--- config.mk ---
export PLATFORM = sky130hd
export DESIGN_NAME = read_datapath
export DESIGN_NICKNAME = d
export VERILOG_FILES = /design/src/rd_pkg.sv /design/src/rd_data_fifo.sv /design/src/rd_latency_decoder.sv /design/src/rd_result_stage.sv /design/src/read_datapath.sv
export SDC_FILE = /design/constraint.sdc
export NUM_CORES = 1
export LEC_CHECK = 0
export BUFFER_PORTS_ARGS = -buffer_cell sky130_fd_sc_hd__buf_2
export CAP_MARGIN = 25
export CORE_ASPECT_RATIO = 0.7
export CORE_UTILIZATION = 40
export DETAILED_ROUTE_END_ITERATION = 6
export SLEW_MARGIN = 25
export SYNTH_ARGS = -nofsm -noshare
export SYNTH_HDL_FRONTEND = slang
export SYNTH_SLANG_ARGS = --single-unit
export TNS_END_PERCENT = 30
--- constraint.sdc ---
create_clock -name pll_afi_clk -period 3.4 [get_ports pll_afi_clk]
set_input_delay 0.17 -clock pll_afi_clk [delete_from_list [all_inputs] [get_ports pll_afi_clk]]
set_output_delay 0.17 -clock pll_afi_clk [all_outputs]
set_load 0.01 [all_outputs]
--- src/rd_pkg.sv ---
`default_nettype none

package rd_pkg;

	// *********************************************************
	// Memory-side geometry
	// *********************************************************

	// Data pins on the memory interface
	localparam int MEM_DQ_WIDTH = 8;
	// Read DQS groups, each with its own capture FIFO
	localparam int MEM_READ_DQS_WIDTH = 2;
	// Pins owned by one DQS group
	localparam int DQ_GROUP_WIDTH = MEM_DQ_WIDTH / MEM_READ_DQS_WIDTH;

	// Full rate with DDR capture gives two data words per AFI cycle
	localparam int NUM_TIMESLOTS = 2;
	// One group's capture word, slot 1 above slot 0
	localparam int DDIO_GROUP_WIDTH = DQ_GROUP_WIDTH * NUM_TIMESLOTS;
	// Controller data bus
	localparam int AFI_DATA_WIDTH = MEM_DQ_WIDTH * NUM_TIMESLOTS;

	// *********************************************************
	// Read FIFO and latency FIFO sizing
	// *********************************************************

	// Depth is a power of two so the pointers wrap by themselves
	localparam int READ_FIFO_DEPTH = 8;
	localparam int READ_FIFO_ADDR_WIDTH = 3;

	// Longest latency the sequencer may dial in, in AFI cycles
	localparam int MAX_READ_LATENCY = 16;
	localparam int MAX_LATENCY_COUNT_WIDTH = 5;
	// Tap index into the latency shifters
	localparam int LAT_TAP_WIDTH = $clog2(MAX_READ_LATENCY);

	// *********************************************************
	// On-die termination window
	// *********************************************************

	// Memory read latency in memory clocks
	localparam int MEM_T_RL = 6;
	// Termination is held from ON_DELAY to OFF_DELAY cycles after a read
	localparam int OCT_ON_DELAY = (MEM_T_RL > 4) ? ((MEM_T_RL - 4) / 2) : 0;
	localparam int OCT_OFF_DELAY = (MEM_T_RL + 6) / 2;

	// Bus types
	typedef logic [AFI_DATA_WIDTH-1:0] afi_data_t;
	typedef logic [DDIO_GROUP_WIDTH-1:0] group_data_t;
	typedef logic [MEM_READ_DQS_WIDTH-1:0] dqs_mask_t;
	typedef logic [MAX_LATENCY_COUNT_WIDTH-1:0] lat_count_t;
	typedef logic [READ_FIFO_ADDR_WIDTH-1:0] fifo_addr_t;
	// Occupancy needs one bit more than a pointer to hold a full ring
	typedef logic [READ_FIFO_ADDR_WIDTH:0] fifo_count_t;

endpackage

`default_nettype wire

--- src/rd_data_fifo.sv ---
`timescale 1ns/1ns
`default_nettype none

module rd_data_fifo (
	input wire pll_afi_clk,
	input wire reset_n_afi_clk,
	input wire fifo_reset_i,
	input wire read_enable_i,
	input wire rd_pkg::group_data_t wr_data_i,
	output rd_pkg::group_data_t rd_data_o
);
	import rd_pkg::*;

	// Flop storage for one DQS group, both time slots per entry
	group_data_t fifo_mem [READ_FIFO_DEPTH];

	fifo_addr_t wr_ptr;
	fifo_addr_t rd_ptr;

	// Entries written since the last reset and not yet read
	fifo_count_t fill_count;

	// *********************************************************
	// Storage
	// *********************************************************

	// The capture word lands every cycle, whether or not a read is pending
	// Nothing is written on a sequencer reset so the ring starts clean
	always_ff @(posedge pll_afi_clk)
	begin
		if (!fifo_reset_i)
		begin
			fifo_mem[wr_ptr] <= wr_data_i;
		end
	end

	// Read side is a plain mux on the read pointer
	assign rd_data_o = fifo_mem[rd_ptr];

	// *********************************************************
	// Pointers
	// *********************************************************

	// Pointers wrap on their own because the depth is a power of two
	// The sequencer reset lines the two pointers up again during calibration
	always_ff @(posedge pll_afi_clk or negedge reset_n_afi_clk)
	begin
		if (!reset_n_afi_clk)
		begin
			wr_ptr <= '0;
			rd_ptr <= '0;
		end
		else if (fifo_reset_i)
		begin
			wr_ptr <= '0;
			rd_ptr <= '0;
		end
		else
		begin
			wr_ptr <= wr_ptr + fifo_addr_t'(1);
			if (read_enable_i)
			begin
				rd_ptr <= rd_ptr + fifo_addr_t'(1);
			end
		end
	end

	// Occupancy grows by one on every cycle without a read
	// Once the ring is full the oldest entry is overwritten and the count holds
	always_ff @(posedge pll_afi_clk or negedge reset_n_afi_clk)
	begin
		if (!reset_n_afi_clk)
		begin
			fill_count <= '0;
		end
		else if (fifo_reset_i)
		begin
			fill_count <= '0;
		end
		else if (!read_enable_i && (fill_count != fifo_count_t'(READ_FIFO_DEPTH)))
		begin
			fill_count <= fill_count + fifo_count_t'(1);
		end
	end

	// *********************************************************
	// Checks
	// *********************************************************

	// A read on an empty ring would hand out the entry that the write side
	// is only now filling, so the read pointer would overtake the write pointer
	a_read_not_empty: assert property (
		@(posedge pll_afi_clk) disable iff (!reset_n_afi_clk)
		(read_enable_i && !fifo_reset_i) |-> (fill_count != '0)
	)
	else
		$error("read FIFO read while no entry was written since its reset");

endmodule

`default_nettype wire

--- src/rd_latency_decoder.sv ---
`timescale 1ns/1ns
`default_nettype none

module rd_latency_decoder (
	input wire pll_afi_clk,
	input wire reset_n_afi_clk,
	input wire afi_rdata_en_i,
	input wire afi_rdata_en_full_i,
	input wire rd_pkg::lat_count_t seq_read_latency_counter_i,
	output logic read_enable_o,
	output logic read_valid_o,
	output rd_pkg::dqs_mask_t force_oct_off_o
);
	import rd_pkg::*;

	// Bit k holds the strobe sampled k+1 edges ago
	logic [MAX_READ_LATENCY-1:0] valid_shifter;
	logic [MAX_READ_LATENCY-1:0] enable_shifter;

	// Latency setting turned into a shifter tap
	lat_count_t lat_minus_one;
	logic [LAT_TAP_WIDTH-1:0] tap_sel;

	// Recent history of the full strobe for the termination window
	logic [OCT_OFF_DELAY-1:0] oct_history;
	logic [OCT_OFF_DELAY:0] oct_taps;

	// *********************************************************
	// Latency shifters
	// *********************************************************

	// Both strobes march through their own shifter one bit per cycle
	// A strobe sampled at edge N sits in bit k after edge N+k
	always_ff @(posedge pll_afi_clk or negedge reset_n_afi_clk)
	begin
		if (!reset_n_afi_clk)
		begin
			valid_shifter <= '0;
			enable_shifter <= '0;
		end
		else
		begin
			valid_shifter <= {valid_shifter[MAX_READ_LATENCY-2:0], afi_rdata_en_i};
			enable_shifter <= {enable_shifter[MAX_READ_LATENCY-2:0], afi_rdata_en_full_i};
		end
	end

	// A setting of L picks bit L-1, so the strobe shows up in the
	// cycle that ends at edge N+L
	assign lat_minus_one = seq_read_latency_counter_i - lat_count_t'(1);
	// Legal settings are 1 to 16, which fit the low four bits after the decrement
	assign tap_sel = lat_minus_one[LAT_TAP_WIDTH-1:0];

	// One tap serves every group since all groups share the AFI clock
	assign read_valid_o = valid_shifter[tap_sel];
	assign read_enable_o = enable_shifter[tap_sel];

	// *********************************************************
	// Termination window
	// *********************************************************

	// Bit 0 is the strobe being sampled now, bit j the one from j edges back
	assign oct_taps = {oct_history, afi_rdata_en_full_i};

	// Termination must stay on while read data may still be on the bus
	// Any full strobe seen in the window keeps force_oct_off low
	always_ff @(posedge pll_afi_clk or negedge reset_n_afi_clk)
	begin
		if (!reset_n_afi_clk)
		begin
			oct_history <= '0;
			force_oct_off_o <= '0;
		end
		else
		begin
			oct_history <= {oct_history[OCT_OFF_DELAY-2:0], afi_rdata_en_full_i};
			// Window covers the strobes from OCT_OFF_DELAY down to OCT_ON_DELAY edges back
			force_oct_off_o <= {MEM_READ_DQS_WIDTH{~(|oct_taps[OCT_OFF_DELAY:OCT_ON_DELAY])}};
		end
	end

	// *********************************************************
	// Checks
	// *********************************************************

	// The sequencer has to set a latency before the controller issues reads
	// A zero setting would alias onto the last tap and return data 16 cycles late
	a_latency_set: assert property (
		@(posedge pll_afi_clk) disable iff (!reset_n_afi_clk)
		(afi_rdata_en_i || afi_rdata_en_full_i) |-> (seq_read_latency_counter_i != '0)
	)
	else
		$error("read strobe sampled with a zero read latency setting");

endmodule

`default_nettype wire

--- src/rd_result_stage.sv ---
`timescale 1ns/1ns
`default_nettype none

module rd_result_stage (
	input wire pll_afi_clk,
	input wire reset_n_afi_clk,
	input wire read_valid_i,
	input wire rd_pkg::group_data_t group_rdata_i [rd_pkg::MEM_READ_DQS_WIDTH],
	output rd_pkg::afi_data_t afi_rdata_o,
	output rd_pkg::afi_data_t phy_mux_read_fifo_q_o,
	output logic afi_rdata_valid_o
);
	import rd_pkg::*;

	// *********************************************************
	// Data mapping
	// *********************************************************

	// Controller bus is ordered by time slot, then by group
	//   G1_T1, G0_T1, G1_T0, G0_T0
	// Each FIFO word is ordered by slot within its own group
	always_comb
	begin
		for (int g = 0; g < MEM_READ_DQS_WIDTH; g++)
		begin
			for (int t = 0; t < NUM_TIMESLOTS; t++)
			begin
				afi_rdata_o[t*MEM_DQ_WIDTH + g*DQ_GROUP_WIDTH +: DQ_GROUP_WIDTH] =
					group_rdata_i[g][t*DQ_GROUP_WIDTH +: DQ_GROUP_WIDTH];
			end
		end
	end

	// Sequencer copy is ordered by group, then by time slot
	//   G1_T1, G1_T0, G0_T1, G0_T0
	// It is unpicked from the controller bus so both views stay in step
	always_comb
	begin
		for (int g = 0; g < MEM_READ_DQS_WIDTH; g++)
		begin
			for (int t = 0; t < NUM_TIMESLOTS; t++)
			begin
				phy_mux_read_fifo_q_o[g*DDIO_GROUP_WIDTH + t*DQ_GROUP_WIDTH +: DQ_GROUP_WIDTH] =
					afi_rdata_o[t*MEM_DQ_WIDTH + g*DQ_GROUP_WIDTH +: DQ_GROUP_WIDTH];
			end
		end
	end

	// *********************************************************
	// Data valid
	// *********************************************************

	// Valid is registered on the AFI clock, one cycle after the tap fires
	always_ff @(posedge pll_afi_clk or negedge reset_n_afi_clk)
	begin
		if (!reset_n_afi_clk)
		begin
			afi_rdata_valid_o <= 1'b0;
		end
		else
		begin
			afi_rdata_valid_o <= read_valid_i;
		end
	end

endmodule

`default_nettype wire

--- src/read_datapath.sv ---
`timescale 1ns/1ns
`default_nettype none

module read_datapath (
	input wire pll_afi_clk,
	input wire reset_n_afi_clk,
	input wire afi_rdata_en_i,
	input wire afi_rdata_en_full_i,
	input wire rd_pkg::lat_count_t seq_read_latency_counter_i,
	input wire rd_pkg::dqs_mask_t seq_read_fifo_reset_i,
	input wire [rd_pkg::MEM_READ_DQS_WIDTH*rd_pkg::DDIO_GROUP_WIDTH-1:0] ddio_phy_dq_i,
	output rd_pkg::afi_data_t afi_rdata_o,
	output rd_pkg::afi_data_t phy_mux_read_fifo_q_o,
	output logic afi_rdata_valid_o,
	output rd_pkg::dqs_mask_t force_oct_off_o
);
	import rd_pkg::*;

	// Delayed strobes from the latency decoder
	logic read_enable;
	logic read_valid;

	// Read FIFO output word of every DQS group
	group_data_t group_rdata [MEM_READ_DQS_WIDTH];

	// *********************************************************
	// Latency and termination
	// *********************************************************

	rd_latency_decoder u_rd_latency_decoder (
		.pll_afi_clk                (pll_afi_clk),
		.reset_n_afi_clk            (reset_n_afi_clk),
		.afi_rdata_en_i             (afi_rdata_en_i),
		.afi_rdata_en_full_i        (afi_rdata_en_full_i),
		.seq_read_latency_counter_i (seq_read_latency_counter_i),
		.read_enable_o              (read_enable),
		.read_valid_o               (read_valid),
		.force_oct_off_o            (force_oct_off_o)
	);

	// *********************************************************
	// Per-group read FIFOs
	// *********************************************************

	// Capture bus is ordered by group, so each FIFO takes one contiguous slice
	// Each group is reset on its own while the sequencer calibrates it
	for (genvar g = 0; g < MEM_READ_DQS_WIDTH; g++)
	begin : g_dqs_group
		rd_data_fifo u_rd_data_fifo (
			.pll_afi_clk     (pll_afi_clk),
			.reset_n_afi_clk (reset_n_afi_clk),
			.fifo_reset_i    (seq_read_fifo_reset_i[g]),
			.read_enable_i   (read_enable),
			.wr_data_i       (ddio_phy_dq_i[g*DDIO_GROUP_WIDTH +: DDIO_GROUP_WIDTH]),
			.rd_data_o       (group_rdata[g])
		);
	end

	// *********************************************************
	// Output mapping
	// *********************************************************

	rd_result_stage u_rd_result_stage (
		.pll_afi_clk           (pll_afi_clk),
		.reset_n_afi_clk       (reset_n_afi_clk),
		.read_valid_i          (read_valid),
		.group_rdata_i         (group_rdata),
		.afi_rdata_o           (afi_rdata_o),
		.phy_mux_read_fifo_q_o (phy_mux_read_fifo_q_o),
		.afi_rdata_valid_o     (afi_rdata_valid_o)
	);

endmodule

`default_nettype wire

; ---- Word level (Yosys, flattened, before mapping)
; Memory sizes are Yosys's and may differ from the RTL's.
; Index checks and enable logic that the tools add are counted.
[op_classes]
add_sub_neg = 5
n_lt_le_gt_ge = 1
mux = 12
bitwise_logic = 1
reduce_logical = 3
[ops]
columns = op, count
row1 = two-way mux 3 bit, 6
row2 = adder 3 x 1 -> 3 bit (second input constant), 4
row3 = binary-select mux 1 bit (select 4 bit), 2
row4 = OR reduction 6 bit, 1
row5 = less-than comparator 4 x 5 -> 1 bit (second input constant), 1
row6 = two-way mux 1 bit, 4
row7 = nonzero test 2 bit, 2
row8 = subtractor 4 x 1 -> 4 bit (second input constant), 1
row9 = NOT 1 bit, 1
[totals]
regBits = 52
ram_bits = 128
in_bits = 27
out_inout_bits = 35
wordCells = 33
mem_count = 2
[mem_list]
columns = memory, depth, word_bits, read_ports, rd_clocked_by_memory_dff, wr, line
row1 = g_dqs_group[0].u_rd_data_fifo.fifo_mem, 8, 8, 1, 0, 1, rd_data_fifo.sv:15  ; group_data_t fifo_mem [READ_FIFO_DEPTH];
row2 = g_dqs_group[1].u_rd_data_fifo.fifo_mem, 8, 8, 1, 0, 1, rd_data_fifo.sv:15

; ---- Depth between registers and ports, before layout
[depth]
depth_word = 5
depth_mapped = 9
ltp_nobuf = 7

; ---- Hierarchy
; A second synthesis with hierarchy kept.
[hier_totals]
cells_unflattened = 351
area_unflattened_um2 = 7034.2
[modules_own_cells]
columns = module, instances, cells_each, area_each_um2, seq_area_each_um2
row1 = rd_data_fifo, 2, 125, 2786.4, 2072.0
row2 = rd_latency_decoder, 1, 68, 1196.1, 825.8
row3 = rd_result_stage, 1, 33, 265.3, 25.0

; ---- Least setup slack after synthesis
; OpenSTA, ideal clock, no wires.
[synth_path]
path_kind = in2reg
startpoint = in seq_read_latency_counter_i[0]
endpoint = reg g_dqs_group[0].u_rd_data_fifo.rd_ptr[2]
setup_time_ps = 120
arrival_time_ps = 1974
required_ps = 3280
path_slack_ps = 1307
path_stages = 8
path_buffers = 3
path_cell_list = buf_6 inv_1 ha_1 clkbuf_1 mux4_2 mux4_2 buf_6 a31o_1
[synth_via]
elab_chain_len = 4
[synth_lines]
columns = element, line
row1 = start: declaration, read_datapath.sv:9  ; input wire rd_pkg::lat_count_t seq_read_latency_counter_i,
row2 = subtractor 4 x 1 -> 4 bit, rd_latency_decoder.sv:50  ; assign lat_minus_one = seq_read_latency_counter_i - lat_count_t'(1);
row3 = binary-select mux 1 bit (select 4 bit), rd_latency_decoder.sv:56  ; assign read_enable_o = enable_shifter[tap_sel];
row4 = two-way mux 1 bit (not written as such), rd_latency_decoder.sv:56
row5 = nonzero test 2 bit (no source line), -
row6 = end signal: assignment, rd_data_fifo.sv:63  ; rd_ptr <= rd_ptr + fifo_addr_t'(1);
row7 = end: declaration, rd_data_fifo.sv:18  ; fifo_addr_t rd_ptr;
; No other way between the ends. The select of a mux whose other input is x is not followed.
; A chain may end at the register's enable or synchronous reset.

; ---- Worst setup path after layout
[layout_path]
startpoint = reg g_dqs_group[0].u_rd_data_fifo.rd_ptr[1]
endpoint = out phy_mux_read_fifo_q_o[2]
[layout_via]
elab_chain_len = 1
[layout_lines]
columns = element, line
row1 = memory read (8 x 8 bit), -
row2 = end: declaration, read_datapath.sv:13  ; output rd_pkg::afi_data_t phy_mux_read_fifo_q_o,
; No other way between the ends.

==> metrics.yaml <==
status: "finished, final reports clean"
p_comb_share_pct: 14.6
pwr-share-seq_pct: 48.5
finClkSkew_ns: 0.008916
first_iter_violations: 163
clock-sinks: 174
maxSlewViolCount: 0
hold_violations: 0
cap_violations: 0
insertedDiodeCount: 0
internal_power_mw: 3.828
postCtsSetupRepairBufs: 0
synthAdderAreaFrac_pct: 0.9285
critPathBufInv: 1
grt_start_max_net_pins: 47
drc_errors: 0
drt_pre_antenna_iters: 4
regToRegEndpoint: "g_dqs_group[1].u_rd_data_fifo.rd_ptr[0]"
yosysTopAreaCell: "edfxtp_1"
setup_tns_ns: 0
cp-endpoint: "phy_mux_read_fifo_q_o[2]"
dp_hpwl_mm: 6.990
clockRootBuffer: "clkbuf_16"
ys_warn_count: 0
postSynthCellCount: 327
setup_viol: 0
ys_seq_area_share_pct: 74.13
path_clk_slew_ns: 0.07
max_stage_delay_ns: 0.92
synth_top_family_by_area: "multiplexers"
r2r_cells: 4
start_kind: "register"
max_freq_mhz: 417.3
place_inst: 585
final_cells: 622
grt_usage_pct: 14.42
avgViaCountPerCell: 4.989
cp-end-kind: "primary output"
clk_path_buf_depth: 2
maxSlewHeadroom_pct: 35.17
antenna_found_initial: 1
die_area_sq_um: 17380
critical_path_cell_count: 3
hold_path.class: "in -> reg"
synth.avg_cell_area_sq_um: 20.60
initial_utilization_pct: 41.09
min-delay-start: "ddio_phy_dq_i[1]"
rsz0062_at_grt: "no"
startpoint: "g_dqs_group[0].u_rd_data_fifo.rd_ptr[1]"
placement.io_buffers: 60
required_ns: 3.23
postRouteAntennaNets: 0
most-common-layout-cells: "edfxtp_1 (128), buf_2 (59), dfrtp_1 (46), mux4_2 (34), clkbuf_16 (17)"
peakVddDrop_mv: 0.3242
synth.top_cell.area_share_pct: 57.05
powerDensity_nw_per_um2: 646.1
synth_simple_gate_area_share_pct: 3.064
synth_compound_area_share_pct: 0.7057
p_leak_nw: 2.775
synth_area_sq_um: 6738
routedWlPerCell_um: 18.47
overflow: 0
layout-drive-gt1-share_pct: 39.04
cp.arrival_ns: 2.23
fin_crit_sh_pct: 70.48
die_h_um: 110.6
critical-path-slowest-cell: "dfrtp_1"
synth_mux_area_share_pct: 17.21
crit_type: "reg -> out"
syn-num-nets: 359
clk_latency_ns: 0.43
worst_pin_slew_ns: 0.9689
switching_share_pct: 24.23
cp_max_fo: 18
cts_buffers: 17
min_period_ns: 2.396
area_growth_pct: 16.06
synth-seq-cells: 174
htree_levels: 4
nets: 416
crit_chain: "mux4_2 -> mux2_2 -> buf_2"
core-area_sq_um: 16400
final_common_cell: "edfxtp_1"
cpLargestDelayFamily: "flip-flops"
clockPowerShare_pct: 37.0
grt_pass1_wl_mm: 17.85
die_w_um: 157.1
final_core_util_pct: 47.70
gp_congestion: 0.6783
tritoncts: "done"
totalWireLength_mm: 11.49
yosysUniqueCellTypes: 27
ys_top_cells_by_area: "edfxtp_1 (57%), dfrtp_1 (17%), mux4_2 (11%)"
via_count: 3103
rows: 39
r2r-start: "u_rd_latency_decoder.enable_shifter[9]"
power_switching_mw: 1.224
rrSetupSlack_ns: 1.51
ios: 62
synth-xor-area-share_pct: 0.7799
grt_pass1_vias: 3210
## stage by stage
step                setup slack (ns)  instance area, sq um  hold WS (ns)  power, mW
detailed placement             1.051                  7186        0.2798      3.236
floorplan                      1.307                  6738       -0.1256      3.059
global placement               1.104                  7186        0.2820      3.223
CTS                           0.9215                  7815      0.004121      5.106
global route                  0.8824                  7820      0.006201      5.258
finish                         1.004                  7820       0.01576      5.052
## power groups by stage
stage	registers [mW]	logic [mW]	clock network, mW
floorplan	2.44	0.620	0
global placement	2.49	0.733	0
detailed placement	2.49	0.741	0
CTS	2.45	0.750	1.90
global route	2.46	0.810	1.99
finish	2.45	0.735	1.87
## sequential cells by signal, summed over array words and instances, names as in the netlist
signal,cells
g_dqs_group.u_rd_data_fifo.fifo_mem,128
u_rd_latency_decoder.valid_shifter,16
u_rd_latency_decoder.enable_shifter,11
g_dqs_group.u_rd_data_fifo.rd_ptr,6
g_dqs_group.u_rd_data_fifo.wr_ptr,6
u_rd_latency_decoder.oct_history,5
u_rd_latency_decoder.force_oct_off_o,1
u_rd_result_stage.afi_rdata_valid_o,1
## cells in the mapped netlist (all sizes together)
master / instances
mux4: 41
xnor2: 4
nor2b: 3
dfrtp: 46
xor2: 2
mux2: 16
mux2i: 3
a211oi: 1
clkbuf: 7
a31o: 2
ha: 5
buf: 25
nor3: 10
nor4: 2
edfxtp: 128
inv: 2
nand2: 2
or4: 1
nor2: 16
nand2b: 8
a21oi: 3
## metal layers
| layer | vias up | part of all wire (%) | track usage, % | routed length, um |
|---|---|---|---|---|
| met4 | 0 | 1.4 | 5.631 | 162 |
| met2 | 62 | 47 | 20.98 | 5393 |
| met5 | - | 0 | 0 | 0 |
| met1 | 1627 | 48 | 20.42 | 5462 |
| met3 | 14 | 4.1 | 4.278 | 467 |
| li1 | 1400 | - | - | - |
## cells by family after synthesis
kind of cell / after synthesis
AOI/OAI and AO/OA: 6
adders and majority gates: 5
DFF: 174
buffers and inverters: 34
xor gates and xnor gates: 6
and+or+nand+nor: 42
muxes: 60
## worst min-delay path by stage
stage,depth (start not counted),end
2_1_floorplan,0,g_dqs_group[0].u_rd_data_fifo.rd_ptr[0]
3_3_place_gp,1,u_rd_latency_decoder.valid_shifter[0]
3_5_place_dp,1,u_rd_latency_decoder.oct_history[0]
4_1_cts,1,g_dqs_group[0].u_rd_data_fifo.fifo_mem[0][1]
5_1_grt,1,g_dqs_group[0].u_rd_data_fifo.fifo_mem[7][3]
6_report,1,g_dqs_group[0].u_rd_data_fifo.fifo_mem[0][1]
## layout make-up
class,instances,area (sq um)
inverter,2,7.507
fill,1388,8576
clock buffer,21,470.5
sequential,174,4995
clock inverter,11,108.9
timing repair buffer,70,390.4
multi-input combinational,119,1567
tap,225,281.5
## worst register-to-register path: cells and delay by family (launching register included)
family	cells	cell delay (ns)
simple gates	1	0.06
mux	2	1.13
flops	1	0.38
xor+xnor	1	0.20
## what timing repair did
| item | CTS | global route |
|---|---|---|
| gates resized for setup | 0 | 0 |
| setup endpoints to repair | 0 | 0 |
| hold buffers | 5 | 0 |
| endpoints found under the hold margin | 55 | 0 |
No activity file was read; power rests on OpenSTA's default activity.
